$ cat src/icache_pkg.sv
// Shared widths and encodings for the L1 instruction cache
// Line is 16 bytes, so a fetch returns four 32-bit instructions at once
// Index and tag widths depend on NUM_SETS and are derived in each module
`default_nettype none

package icache_pkg;

  // Byte address, line offset and line width
  localparam int unsigned ADDR_W   = 32;
  localparam int unsigned OFFSET_W = 4;
  localparam int unsigned LINE_W   = 128;

  // Exception code returned by the instruction TLB
  typedef enum logic [1:0] {
    EXC_NONE         = 2'd0,
    EXC_PAGE_FAULT   = 2'd1,
    EXC_ACCESS_FAULT = 2'd2
  } exc_e;

  // Control unit states
  typedef enum logic [2:0] {
    ST_IDLE     = 3'd0,
    ST_LOOKUP   = 3'd1,
    ST_WAIT_TLB = 3'd2,
    ST_REQ_L2   = 3'd3,
    ST_WAIT_L2  = 3'd4,
    ST_REPLAY   = 3'd5,
    ST_FLUSH    = 3'd6
  } cu_state_e;

  // Source of the array index
  typedef enum logic [1:0] {
    SRC_REQ   = 2'd0,
    SRC_HELD  = 2'd1,
    SRC_FLUSH = 2'd2
  } addr_src_e;

endpackage

`default_nettype wire

$ cat src/icache_mem.sv
// Tag, valid and data storage, one bank per way
// Read is synchronous and the output registers hold until the next rd_en_i
// A write and a read of the same set in one cycle return the old contents
// NUM_SETS must be at least 2
`timescale 1ns/1ns
`default_nettype none

module icache_mem #(
  parameter  int NUM_WAYS = 2,
  parameter  int NUM_SETS = 16,
  localparam int IDX_W    = $clog2(NUM_SETS),
  localparam int TAG_W    = icache_pkg::ADDR_W - icache_pkg::OFFSET_W - IDX_W
) (
  input  logic                                      clk_i,
  input  logic                                      rst_ni,
  input  logic                                      rd_en_i,
  input  logic [IDX_W-1:0]                          addr_i,
  input  logic [NUM_WAYS-1:0]                       wr_way_i,
  input  logic                                      clr_all_i,
  input  logic [TAG_W-1:0]                          wr_tag_i,
  input  logic [icache_pkg::LINE_W-1:0]             wr_line_i,
  output logic [NUM_WAYS-1:0][TAG_W-1:0]            tag_o,
  output logic [NUM_WAYS-1:0]                       valid_o,
  output logic [NUM_WAYS-1:0][icache_pkg::LINE_W-1:0] line_o
);

  for (genvar w = 0; w < NUM_WAYS; w++) begin : g_way
    logic [TAG_W-1:0]              tag_mem  [NUM_SETS];
    logic [icache_pkg::LINE_W-1:0] line_mem [NUM_SETS];
    logic [NUM_SETS-1:0]           vld_q;
    logic [TAG_W-1:0]              tag_rd_q;
    logic [icache_pkg::LINE_W-1:0] line_rd_q;
    logic                          vld_rd_q;

    // Inferred RAM, tag and line written together on refill
    always_ff @(posedge clk_i) begin
      if (wr_way_i[w]) begin
        tag_mem[addr_i]  <= wr_tag_i;
        line_mem[addr_i] <= wr_line_i;
      end
      if (rd_en_i) begin
        tag_rd_q  <= tag_mem[addr_i];
        line_rd_q <= line_mem[addr_i];
      end
    end

    // Valid bits live in flops so a flush can clear them set by set
    always_ff @(posedge clk_i or negedge rst_ni) begin
      if (!rst_ni) begin
        vld_q    <= '0;
        vld_rd_q <= 1'b0;
      end else begin
        if (clr_all_i) begin
          vld_q[addr_i] <= 1'b0;
        end else if (wr_way_i[w]) begin
          vld_q[addr_i] <= 1'b1;
        end
        if (rd_en_i) begin
          vld_rd_q <= vld_q[addr_i];
        end
      end
    end

    assign tag_o[w]   = tag_rd_q;
    assign line_o[w]  = line_rd_q;
    assign valid_o[w] = vld_rd_q;
  end

endmodule

`default_nettype wire

$ cat src/icache_cmp.sv
// Tag comparison and line select
// At most one way may match, the line is an AND-OR of the matching ways
`timescale 1ns/1ns
`default_nettype none

module icache_cmp #(
  parameter int NUM_WAYS = 2,
  parameter int TAG_W    = 24
) (
  input  logic [NUM_WAYS-1:0][TAG_W-1:0]              tag_i,
  input  logic [NUM_WAYS-1:0]                         valid_i,
  input  logic [NUM_WAYS-1:0][icache_pkg::LINE_W-1:0] line_i,
  input  logic [TAG_W-1:0]                            ptag_i,
  output logic                                        hit_o,
  output logic [icache_pkg::LINE_W-1:0]               line_o
);

  logic [NUM_WAYS-1:0] match;

  always_comb begin
    line_o = '0;
    for (int w = 0; w < NUM_WAYS; w++) begin
      // Only a valid way can match
      match[w] = valid_i[w] && (tag_i[w] == ptag_i);
      line_o   = line_o | (line_i[w] & {icache_pkg::LINE_W{match[w]}});
    end
  end

  assign hit_o = |match;

endmodule

`default_nettype wire

$ cat src/icache_replace.sv
// Victim choice, lowest invalid way first, else per-set round robin
// The pointer moves past the filled way on every refill
`timescale 1ns/1ns
`default_nettype none

module icache_replace #(
  parameter  int NUM_WAYS = 2,
  parameter  int NUM_SETS = 16,
  localparam int IDX_W    = $clog2(NUM_SETS),
  localparam int PTR_W    = (NUM_WAYS > 1) ? $clog2(NUM_WAYS) : 1
) (
  input  logic                clk_i,
  input  logic                rst_ni,
  input  logic [IDX_W-1:0]    idx_i,
  input  logic [NUM_WAYS-1:0] valid_i,
  input  logic                update_i,
  output logic [NUM_WAYS-1:0] victim_o
);

  logic [PTR_W-1:0] rr_q [NUM_SETS];
  logic [PTR_W-1:0] victim_idx;
  logic             found;

  always_comb begin
    victim_idx = rr_q[idx_i];
    found      = 1'b0;
    // Scan from way 0 so the lowest invalid one wins
    for (int w = 0; w < NUM_WAYS; w++) begin
      if (!valid_i[w] && !found) begin
        victim_idx = PTR_W'(w);
        found      = 1'b1;
      end
    end
  end

  assign victim_o = NUM_WAYS'(1) << victim_idx;

  always_ff @(posedge clk_i or negedge rst_ni) begin
    if (!rst_ni) begin
      for (int s = 0; s < NUM_SETS; s++) begin
        rr_q[s] <= '0;
      end
    end else if (update_i) begin
      // Wrap explicitly, NUM_WAYS need not be a power of two
      if (victim_idx == PTR_W'(NUM_WAYS - 1)) begin
        rr_q[idx_i] <= '0;
      end else begin
        rr_q[idx_i] <= victim_idx + 1'b1;
      end
    end
  end

endmodule

`default_nettype wire

$ cat src/icache_cu.sv
// Control unit of the blocking instruction cache
// State register drives the channel valids, response and enables use inputs
// Reset enters the flush, so the cache is ready NUM_SETS cycles later
// abort_i wins over every transition and suppresses the response
`timescale 1ns/1ns
`default_nettype none

module icache_cu #(
  parameter  int NUM_SETS = 16,
  localparam int IDX_W    = $clog2(NUM_SETS)
) (
  input  logic                  clk_i,
  input  logic                  rst_ni,
  input  logic                  flush_i,
  input  logic                  abort_i,
  input  logic                  req_valid_i,
  input  logic                  tlb_ready_i,
  input  logic                  tlb_resp_valid_i,
  input  icache_pkg::exc_e      tlb_exc_i,
  input  logic                  hit_i,
  input  logic                  l2_ready_i,
  input  logic                  l2_resp_valid_i,
  output logic                  req_ready_o,
  output logic                  resp_valid_o,
  output logic                  tlb_req_valid_o,
  output logic                  l2_req_valid_o,
  output icache_pkg::addr_src_e addr_src_o,
  output logic [IDX_W-1:0]      flush_idx_o,
  output logic                  vaddr_en_o,
  output logic                  tag_en_o,
  output logic                  refill_o,
  output logic                  clr_o,
  output logic                  rd_en_o
);

  icache_pkg::cu_state_e state_q;
  icache_pkg::cu_state_e state_d;
  logic [IDX_W-1:0]      cnt_q;
  logic                  last_set;
  logic                  accept;
  logic                  tlb_done;
  logic                  resolved;
  logic                  replay_q;

  assign last_set = (cnt_q == IDX_W'(NUM_SETS - 1));

  // Ready only in idle and not while a flush or abort is pending
  assign req_ready_o = (state_q == icache_pkg::ST_IDLE) && !flush_i && !abort_i;
  assign accept      = req_ready_o && req_valid_i;

  // A zero-latency TLB answers in the cycle it takes the request
  assign tlb_done = tlb_resp_valid_i &&
                    ((state_q == icache_pkg::ST_WAIT_TLB) ||
                     ((state_q == icache_pkg::ST_LOOKUP) && tlb_ready_i));

  // Hit or exception ends the lookup, a clean miss goes to L2
  assign resolved = tlb_done && (hit_i || (tlb_exc_i != icache_pkg::EXC_NONE));

  // Replay answers the cycle after ST_REPLAY from the re-read array
  assign resp_valid_o = !abort_i && (resolved || replay_q);

  assign tlb_req_valid_o = (state_q == icache_pkg::ST_LOOKUP);
  assign l2_req_valid_o  = (state_q == icache_pkg::ST_REQ_L2);
  assign clr_o           = (state_q == icache_pkg::ST_FLUSH);
  assign flush_idx_o     = cnt_q;
  assign vaddr_en_o      = accept;
  assign tag_en_o        = tlb_done;
  assign refill_o        = (state_q == icache_pkg::ST_WAIT_L2) && l2_resp_valid_i && !abort_i;
  assign rd_en_o         = accept || (state_q == icache_pkg::ST_REPLAY);

  always_comb begin
    unique case (state_q)
      icache_pkg::ST_IDLE:  addr_src_o = icache_pkg::SRC_REQ;
      icache_pkg::ST_FLUSH: addr_src_o = icache_pkg::SRC_FLUSH;
      default:              addr_src_o = icache_pkg::SRC_HELD;
    endcase
  end

  always_comb begin
    state_d = state_q;
    unique case (state_q)
      icache_pkg::ST_IDLE: begin
        if (flush_i) begin
          state_d = icache_pkg::ST_FLUSH;
        end else if (accept) begin
          state_d = icache_pkg::ST_LOOKUP;
        end
      end
      icache_pkg::ST_LOOKUP: begin
        if (tlb_done) begin
          state_d = resolved ? icache_pkg::ST_IDLE : icache_pkg::ST_REQ_L2;
        end else if (tlb_ready_i) begin
          state_d = icache_pkg::ST_WAIT_TLB;
        end
      end
      icache_pkg::ST_WAIT_TLB: begin
        if (tlb_done) begin
          state_d = resolved ? icache_pkg::ST_IDLE : icache_pkg::ST_REQ_L2;
        end
      end
      icache_pkg::ST_REQ_L2: begin
        if (l2_ready_i) begin
          state_d = icache_pkg::ST_WAIT_L2;
        end
      end
      icache_pkg::ST_WAIT_L2: begin
        // Victim written in this cycle
        if (l2_resp_valid_i) begin
          state_d = icache_pkg::ST_REPLAY;
        end
      end
      icache_pkg::ST_REPLAY: state_d = icache_pkg::ST_IDLE;
      icache_pkg::ST_FLUSH: begin
        if (last_set) begin
          state_d = icache_pkg::ST_IDLE;
        end
      end
      default: state_d = icache_pkg::ST_IDLE;
    endcase
    if (abort_i) begin
      state_d = icache_pkg::ST_IDLE;
    end
  end

  always_ff @(posedge clk_i or negedge rst_ni) begin
    if (!rst_ni) begin
      state_q  <= icache_pkg::ST_FLUSH;
      cnt_q    <= '0;
      replay_q <= 1'b0;
    end else begin
      state_q  <= state_d;
      replay_q <= (state_q == icache_pkg::ST_REPLAY) && !abort_i;
      // Counter rests at zero outside a flush
      if (abort_i || (state_q != icache_pkg::ST_FLUSH) || last_set) begin
        cnt_q <= '0;
      end else begin
        cnt_q <= cnt_q + 1'b1;
      end
    end
  end

endmodule

`default_nettype wire

$ cat src/icache_l1.sv
// Blocking L1 instruction cache, virtually indexed and physically tagged
// Index bits must lie within the page offset, the TLB never changes them
// One request in flight, responses cannot be stalled by the front end
// l2_req_paddr_o is a line address, the byte offset is dropped
`timescale 1ns/1ns
`default_nettype none

module icache_l1 #(
  parameter  int NUM_WAYS = 2,
  parameter  int NUM_SETS = 16,
  localparam int IDX_W    = $clog2(NUM_SETS),
  localparam int TAG_W    = icache_pkg::ADDR_W - icache_pkg::OFFSET_W - IDX_W
) (
  input  logic                                            clk_i,
  input  logic                                            rst_ni,
  input  logic                                            flush_i,
  input  logic                                            abort_i,
  input  logic                                            req_valid_i,
  input  logic [icache_pkg::ADDR_W-1:0]                   req_vaddr_i,
  output logic                                            req_ready_o,
  output logic                                            resp_valid_o,
  output logic [icache_pkg::ADDR_W-1:0]                   resp_vaddr_o,
  output logic [icache_pkg::LINE_W-1:0]                   resp_line_o,
  output icache_pkg::exc_e                                resp_exc_o,
  output logic                                            tlb_req_valid_o,
  output logic [icache_pkg::ADDR_W-1:0]                   tlb_req_vaddr_o,
  input  logic                                            tlb_ready_i,
  input  logic                                            tlb_resp_valid_i,
  input  logic [TAG_W-1:0]                                tlb_resp_ptag_i,
  input  icache_pkg::exc_e                                tlb_resp_exc_i,
  output logic                                            l2_req_valid_o,
  output logic [icache_pkg::ADDR_W-icache_pkg::OFFSET_W-1:0] l2_req_paddr_o,
  input  logic                                            l2_ready_i,
  input  logic                                            l2_resp_valid_i,
  input  logic [icache_pkg::LINE_W-1:0]                   l2_resp_line_i
);

  logic [icache_pkg::ADDR_W-1:0]              vaddr_q;
  logic [TAG_W-1:0]                           tag_q;
  logic [TAG_W-1:0]                           ptag;
  logic [IDX_W-1:0]                           held_idx;
  logic [IDX_W-1:0]                           flush_idx;
  logic [IDX_W-1:0]                           arr_idx;
  icache_pkg::addr_src_e                      addr_src;
  icache_pkg::exc_e                           exc;
  logic                                       vaddr_en;
  logic                                       tag_en;
  logic                                       refill;
  logic                                       clr;
  logic                                       rd_en;
  logic                                       hit;
  logic [NUM_WAYS-1:0]                        victim;
  logic [NUM_WAYS-1:0][TAG_W-1:0]             way_tag;
  logic [NUM_WAYS-1:0]                        way_valid;
  logic [NUM_WAYS-1:0][icache_pkg::LINE_W-1:0] way_line;
  logic [icache_pkg::LINE_W-1:0]              hit_line;

  // Fetch address, held for the TLB, L2 and response
  always_ff @(posedge clk_i or negedge rst_ni) begin
    if (!rst_ni) begin
      vaddr_q <= '0;
    end else if (abort_i) begin
      vaddr_q <= '0;
    end else if (vaddr_en) begin
      vaddr_q <= req_vaddr_i;
    end
  end

  // Physical tag kept for the refill write and the replay compare
  always_ff @(posedge clk_i or negedge rst_ni) begin
    if (!rst_ni) begin
      tag_q <= '0;
    end else if (abort_i) begin
      tag_q <= '0;
    end else if (tag_en) begin
      tag_q <= tlb_resp_ptag_i;
    end
  end

  assign held_idx = vaddr_q[icache_pkg::OFFSET_W +: IDX_W];

  always_comb begin
    unique case (addr_src)
      icache_pkg::SRC_HELD:  arr_idx = held_idx;
      icache_pkg::SRC_FLUSH: arr_idx = flush_idx;
      default:               arr_idx = req_vaddr_i[icache_pkg::OFFSET_W +: IDX_W];
    endcase
  end

  // Live TLB answer during lookup, held tag for the replay response
  assign ptag = tlb_resp_valid_i ? tlb_resp_ptag_i : tag_q;
  assign exc  = tlb_resp_valid_i ? tlb_resp_exc_i : icache_pkg::EXC_NONE;

  assign tlb_req_vaddr_o = vaddr_q;
  assign resp_vaddr_o    = vaddr_q;
  assign resp_exc_o      = exc;
  assign resp_line_o     = (exc != icache_pkg::EXC_NONE) ? '0 : hit_line;
  assign l2_req_paddr_o  = {tag_q, held_idx};

  icache_mem #(.NUM_WAYS(NUM_WAYS), .NUM_SETS(NUM_SETS)) i_mem (
    .clk_i     (clk_i),
    .rst_ni    (rst_ni),
    .rd_en_i   (rd_en),
    .addr_i    (arr_idx),
    .wr_way_i  (refill ? victim : '0),
    .clr_all_i (clr),
    .wr_tag_i  (tag_q),
    .wr_line_i (l2_resp_line_i),
    .tag_o     (way_tag),
    .valid_o   (way_valid),
    .line_o    (way_line)
  );

  icache_cmp #(.NUM_WAYS(NUM_WAYS), .TAG_W(TAG_W)) i_cmp (
    .tag_i   (way_tag),
    .valid_i (way_valid),
    .line_i  (way_line),
    .ptag_i  (ptag),
    .hit_o   (hit),
    .line_o  (hit_line)
  );

  // Valid bits read at lookup stay in the array output until the replay
  icache_replace #(.NUM_WAYS(NUM_WAYS), .NUM_SETS(NUM_SETS)) i_replace (
    .clk_i    (clk_i),
    .rst_ni   (rst_ni),
    .idx_i    (held_idx),
    .valid_i  (way_valid),
    .update_i (refill),
    .victim_o (victim)
  );

  icache_cu #(.NUM_SETS(NUM_SETS)) i_cu (
    .clk_i            (clk_i),
    .rst_ni           (rst_ni),
    .flush_i          (flush_i),
    .abort_i          (abort_i),
    .req_valid_i      (req_valid_i),
    .tlb_ready_i      (tlb_ready_i),
    .tlb_resp_valid_i (tlb_resp_valid_i),
    .tlb_exc_i        (tlb_resp_exc_i),
    .hit_i            (hit),
    .l2_ready_i       (l2_ready_i),
    .l2_resp_valid_i  (l2_resp_valid_i),
    .req_ready_o      (req_ready_o),
    .resp_valid_o     (resp_valid_o),
    .tlb_req_valid_o  (tlb_req_valid_o),
    .l2_req_valid_o   (l2_req_valid_o),
    .addr_src_o       (addr_src),
    .flush_idx_o      (flush_idx),
    .vaddr_en_o       (vaddr_en),
    .tag_en_o         (tag_en),
    .refill_o         (refill),
    .clr_o            (clr),
    .rd_en_o          (rd_en)
  );

endmodule

`default_nettype wire

$ cat config.mk
export PLATFORM = sky130hd
export DESIGN_NAME = icache_l1
export DESIGN_NICKNAME = d
export VERILOG_FILES = /design/src/icache_pkg.sv /design/src/icache_mem.sv /design/src/icache_cmp.sv /design/src/icache_replace.sv /design/src/icache_cu.sv /design/src/icache_l1.sv
export SDC_FILE = /design/constraint.sdc
export NUM_CORES = 2
export LEC_CHECK = 0
export BUFFER_PORTS_ARGS = -buffer_cell sky130_fd_sc_hd__buf_2
export CAP_MARGIN = 20
export CORE_MARGIN = 2
export CORE_UTILIZATION = 34
export CTS_BUF_LIST = sky130_fd_sc_hd__clkbuf_8
export DETAILED_ROUTE_END_ITERATION = 8
export SLEW_MARGIN = 30
export SYNTH_ARGS = -nofsm -noshare
export SYNTH_HDL_FRONTEND = slang
export SYNTH_MEMORY_MAX_BITS = 65536
export SYNTH_SLANG_ARGS = --single-unit
export TNS_END_PERCENT = 20
$ cat constraint.sdc
create_clock -name clk_i -period 43.9 [get_ports clk_i]
set_input_delay 6.585 -clock clk_i [delete_from_list [all_inputs] [get_ports clk_i]]
set_output_delay 6.585 -clock clk_i [all_outputs]
set_load 0.02 [all_outputs]
==> out/results.txt <==
Post-Syn Area - 198500 um^2
DP Wirelength - 299900 um
Async S/R FF share, synth - 2.158%
Syn_nets - 8893
Seq/Total Area, Yosys - 79.61%
RSZ-0062 raised after global routing - false
Number of DRC markers in iteration 0 - 12060
Die ar. - 590000 um^2
Placed inst area - 210400 um^2
Layout area overhead - 14.01%
Root Buffer - clkbuf_8
Hold Crit Class - reg -> reg
Vias - 97810
Synthesis Warnings - 0
WL per Instance - 30.96 um
Post-Route WL - 561500 um
TritonRoute pass-1 iters - 5
Slew HR - 22.05%
Largest net degree at the start of global routing - 164
Worst-skew pair later-pin latency - 1.32 ns
R2R cell count - 14
Gpl congestion - 0.7618
Fillcell total - 51820
Chip height - 768.1 um
Inserted Clock Buffers - 831
Avg Inst Size Synth - 22.83 um^2
Worst R2R Setup Slack - 35.88 ns
Cells after DPL - 16590
Yosys cell types - 52
Initial Util - 34.14%
Post-route ant nets - 0
Initial antenna violation count - 107
Nets - 9870
Slowest cell delay on critical path - 0.55 ns
LEAKAGE - 72.44 nW
Cts repair resizes - 0
Mapped Cells - 8697
Core region area - 581600 um^2
IO Pins - 421
P_sw - 0.005313 W
Port buffer count - 420
# H-tree levels - 6
CP Cell Sequence - buf_2 > buf_4 > mux2i_1 > xnor2_1 > nor4_1 > nand3_1 > nor3_4 > buf_4 > buf_4 > buf_4 > a22oi_1 > nor2_1 > buf_2
Clock skew - 0.1305 ns
Final min period - 17.18 ns
CTS sink cnt - 5282
WP data required - 37.31 ns
Layout cell share with drive strength beyond 1 - 28.90%
Hold Path Stages - 1
Arr. time, crit path - 10.60 ns
Sequential share of power - 38.8%
Chip width - 768.1 um
Setup violators final - 0
Status - finished clean
Overall power - 0.01533 W
Fmax - 58.19 MHz
Part of the power in combinational logic - 35.5%
Setup Crit Path Kind - in -> out
Non-Filler Instances - 18130
Via density - 5.394
Highest routed layer - met5
Met1 wire length - 225100 um
Grt total ovfl - 0
Sw Ratio - 34.65%
Worst-path clk slew - 0.06 ns
GRT Util Overall - 18.54%
Worst-margin pin slew - 1.169 ns
Internal - 0.01002 W
Vias in the first global route - 100900
Yosys reg bits - 5282
Sum Neg Setup Slack - 0 ns
Cell mode on critical path - buf_4
Final cycle utilization of the critical path - 39.14%
Worst R2R End - i_mem.g_way[1].line_rd_q[65]
Pwr per Cell Area - 67.74 nW/um^2
Met2 Routed Length - 275400 um
Slowest cell on crit path - buf_4
Setup bufs post-CTS - 0
Met3 wire length - 45610 um
Final Hold Viols - 0
Residual DRC - 0
Maximum vdd drop - 0.00008030 V
Final Max Slew Viols - 0
Top_reg_cell synth - edfxtp_1
Max-cap violations - 0
Clock power frac - 25.6%
Reg-to-reg critical path startpoint - i_cu.state_q[2]
First-pass GRT wire length - 782600 um
Num rows - 280
CP endpoint kind - primary output
Final Cell Area - 226300 um^2
Crit. Startpoint - tlb_resp_valid_i
Hold-fix buffers at CTS - 0
Critical-path maximum fanout - 45
Clock Path Buffers - 4
CTS tree - yes
Crit start category - input port
EDFF count, synth - 5168
worst max-delay path: cells and delay by family:
family	cells	cell delay, ns
xor gates and xnor gates	1	0.12
buffers and inverters	6	2.00
AOI/OAI and AO/OA	1	0.18
and+or+nand+nor	4	1.03
muxes	1	0.48
final cells by class:
cell class | count | area (um^2) | area share [%]
clock inverters | 660 | 4075 | 1.800
multi-input cells | 2886 | 38150 | 16.86
flip-flops and latches | 5282 | 158100 | 69.83
well taps | 7755 | 9703 | 4.287
inverters | 6 | 30.03 | 0.01327
repair buffers | 667 | 4727 | 2.089
clock buffers | 834 | 11480 | 5.071
diodes | 44 | 110.1 | 0.04865
synth_stat cells, types with 6 or more instances:
| master | n | area, um^2 |
|---|---|---|
| buf_1 | 57 | 214.0 |
| o21a_1 | 6 | 45.04 |
| mux2_2 | 8 | 90.09 |
| o22a_1 | 8 | 70.07 |
| nand3b_1 | 31 | 232.7 |
| nand3_1 | 20 | 100.1 |
| nand2_1 | 395 | 1483 |
| edfxtp_1 | 5168 | 155200 |
| buf_4 | 84 | 630.6 |
| buf_6 | 12 | 135.1 |
| mux2i_1 | 50 | 500.5 |
| nor3_1 | 16 | 80.08 |
| dfrtp_1 | 112 | 2803 |
| a22oi_1 | 738 | 5540 |
| a21oi_1 | 48 | 240.2 |
| inv_1 | 6 | 22.52 |
| xor2_1 | 11 | 96.34 |
| and2_1 | 6 | 37.54 |
| buf_2 | 172 | 860.8 |
| and3_1 | 6 | 37.54 |
| nor3_2 | 8 | 80.08 |
| nor2_1 | 206 | 773.2 |
| mux4_2 | 1228 | 27660 |
| xnor2_1 | 39 | 341.6 |
| nor4_1 | 11 | 68.82 |
| clkbuf_1 | 198 | 743.2 |
stage by stage:
step,util (%),hold slack (ns),setup slack (ns)
6_report,38.92,0.4842,26.72
2_1_floorplan,-,0.4450,24.27
4_1_cts,38.85,0.4846,26.48
3_5_place_dp,36.18,0.4707,26.50
3_3_place_gp,36.12,0.4636,26.60
5_1_grt,38.91,0.5076,26.41
how the worst max path moves through the flow:
| stage | to | slack, ns |
|---|---|---|
| after floorplan | i_mem.g_way[0].line_mem[4][0] | 24.27 |
| after global placement | resp_line_o[25] | 26.60 |
| after detailed placement | resp_line_o[28] | 26.50 |
| after CTS | resp_line_o[28] | 26.48 |
| after global routing | resp_line_o[20] | 26.41 |
| final | resp_line_o[22] | 26.72 |
cells by family (layout without fill, tap and decap cells):
family | count (synthesis) | after routing | synth area share [%]
compound gates | 833 | 833 | 3.107
other cells | 0 | 44 | 0
xor+xnor | 50 | 50 | 0.2206
fa+ha+maj | 1 | 1 | 0.006301
flops | 5282 | 5282 | 79.61
simple gates | 716 | 716 | 1.516
buf+inv | 529 | 2167 | 1.313
mux | 1286 | 1286 | 14.23
layout by cell type, fill, tap and decap left out, drive strengths merged, types with 2 or more instances in the layout:
cell type / n
a2bb2oi: 4
mux2i: 50
nor3: 24
clkinvlp: 11
dfrtp: 112
o22a: 8
nor2: 207
xor2: 11
a221o: 3
o32a: 4
a22oi: 738
mux2: 8
nand3b: 31
bufinv: 26
nor3b: 2
o21ai: 3
nor2b: 3
diode: 44
clkinv: 327
and3: 6
inv: 302
a21o: 4
a31oi: 3
nor4: 12
clkbuf: 834
o22ai: 5
mux4: 1228
nand2: 395
and2: 6
buf: 667
or2: 4
nand3: 20
nand4: 2
o21a: 6
nand2b: 3
edfxtp: 5168
a21oi: 49
o31ai: 2
dfstp: 2
xnor2: 39
power groups by stage:
stage / sequential, W / combinational [W] / clock [W]
after floorplan: 0.00603 / 0.00368 / 0
after global placement: 0.00606 / 0.00550 / 0
after detailed placement: 0.00606 / 0.00555 / 0
after CTS: 0.00596 / 0.00557 / 0.00401
after global routing: 0.00596 / 0.00580 / 0.00423
final: 0.00595 / 0.00545 / 0.00393
state kept, by name (all words and copies together) (netlist names), named ones only:
register	flops
i_mem.g_way.line_rd_q	256
i_mem.g_way.tag_mem	768
resp_vaddr_o	32
i_replace.rr_q	16
i_cu.replay_q	1
tag_q	24
i_mem.g_way.line_mem	4096
i_mem.g_way.vld_rd_q	2
i_cu.flush_idx_o	4
i_cu.state_q	3
i_mem.g_way.tag_rd_q	48
per-layer routing:
metal  up-vias  track usage, %
met5         -               0
met4        38           5.254
met3       889           3.464
met2      4681           30.84
met1     53130           25.02
li1      39060               -
No activity file was read; power rests on OpenSTA's default activity.
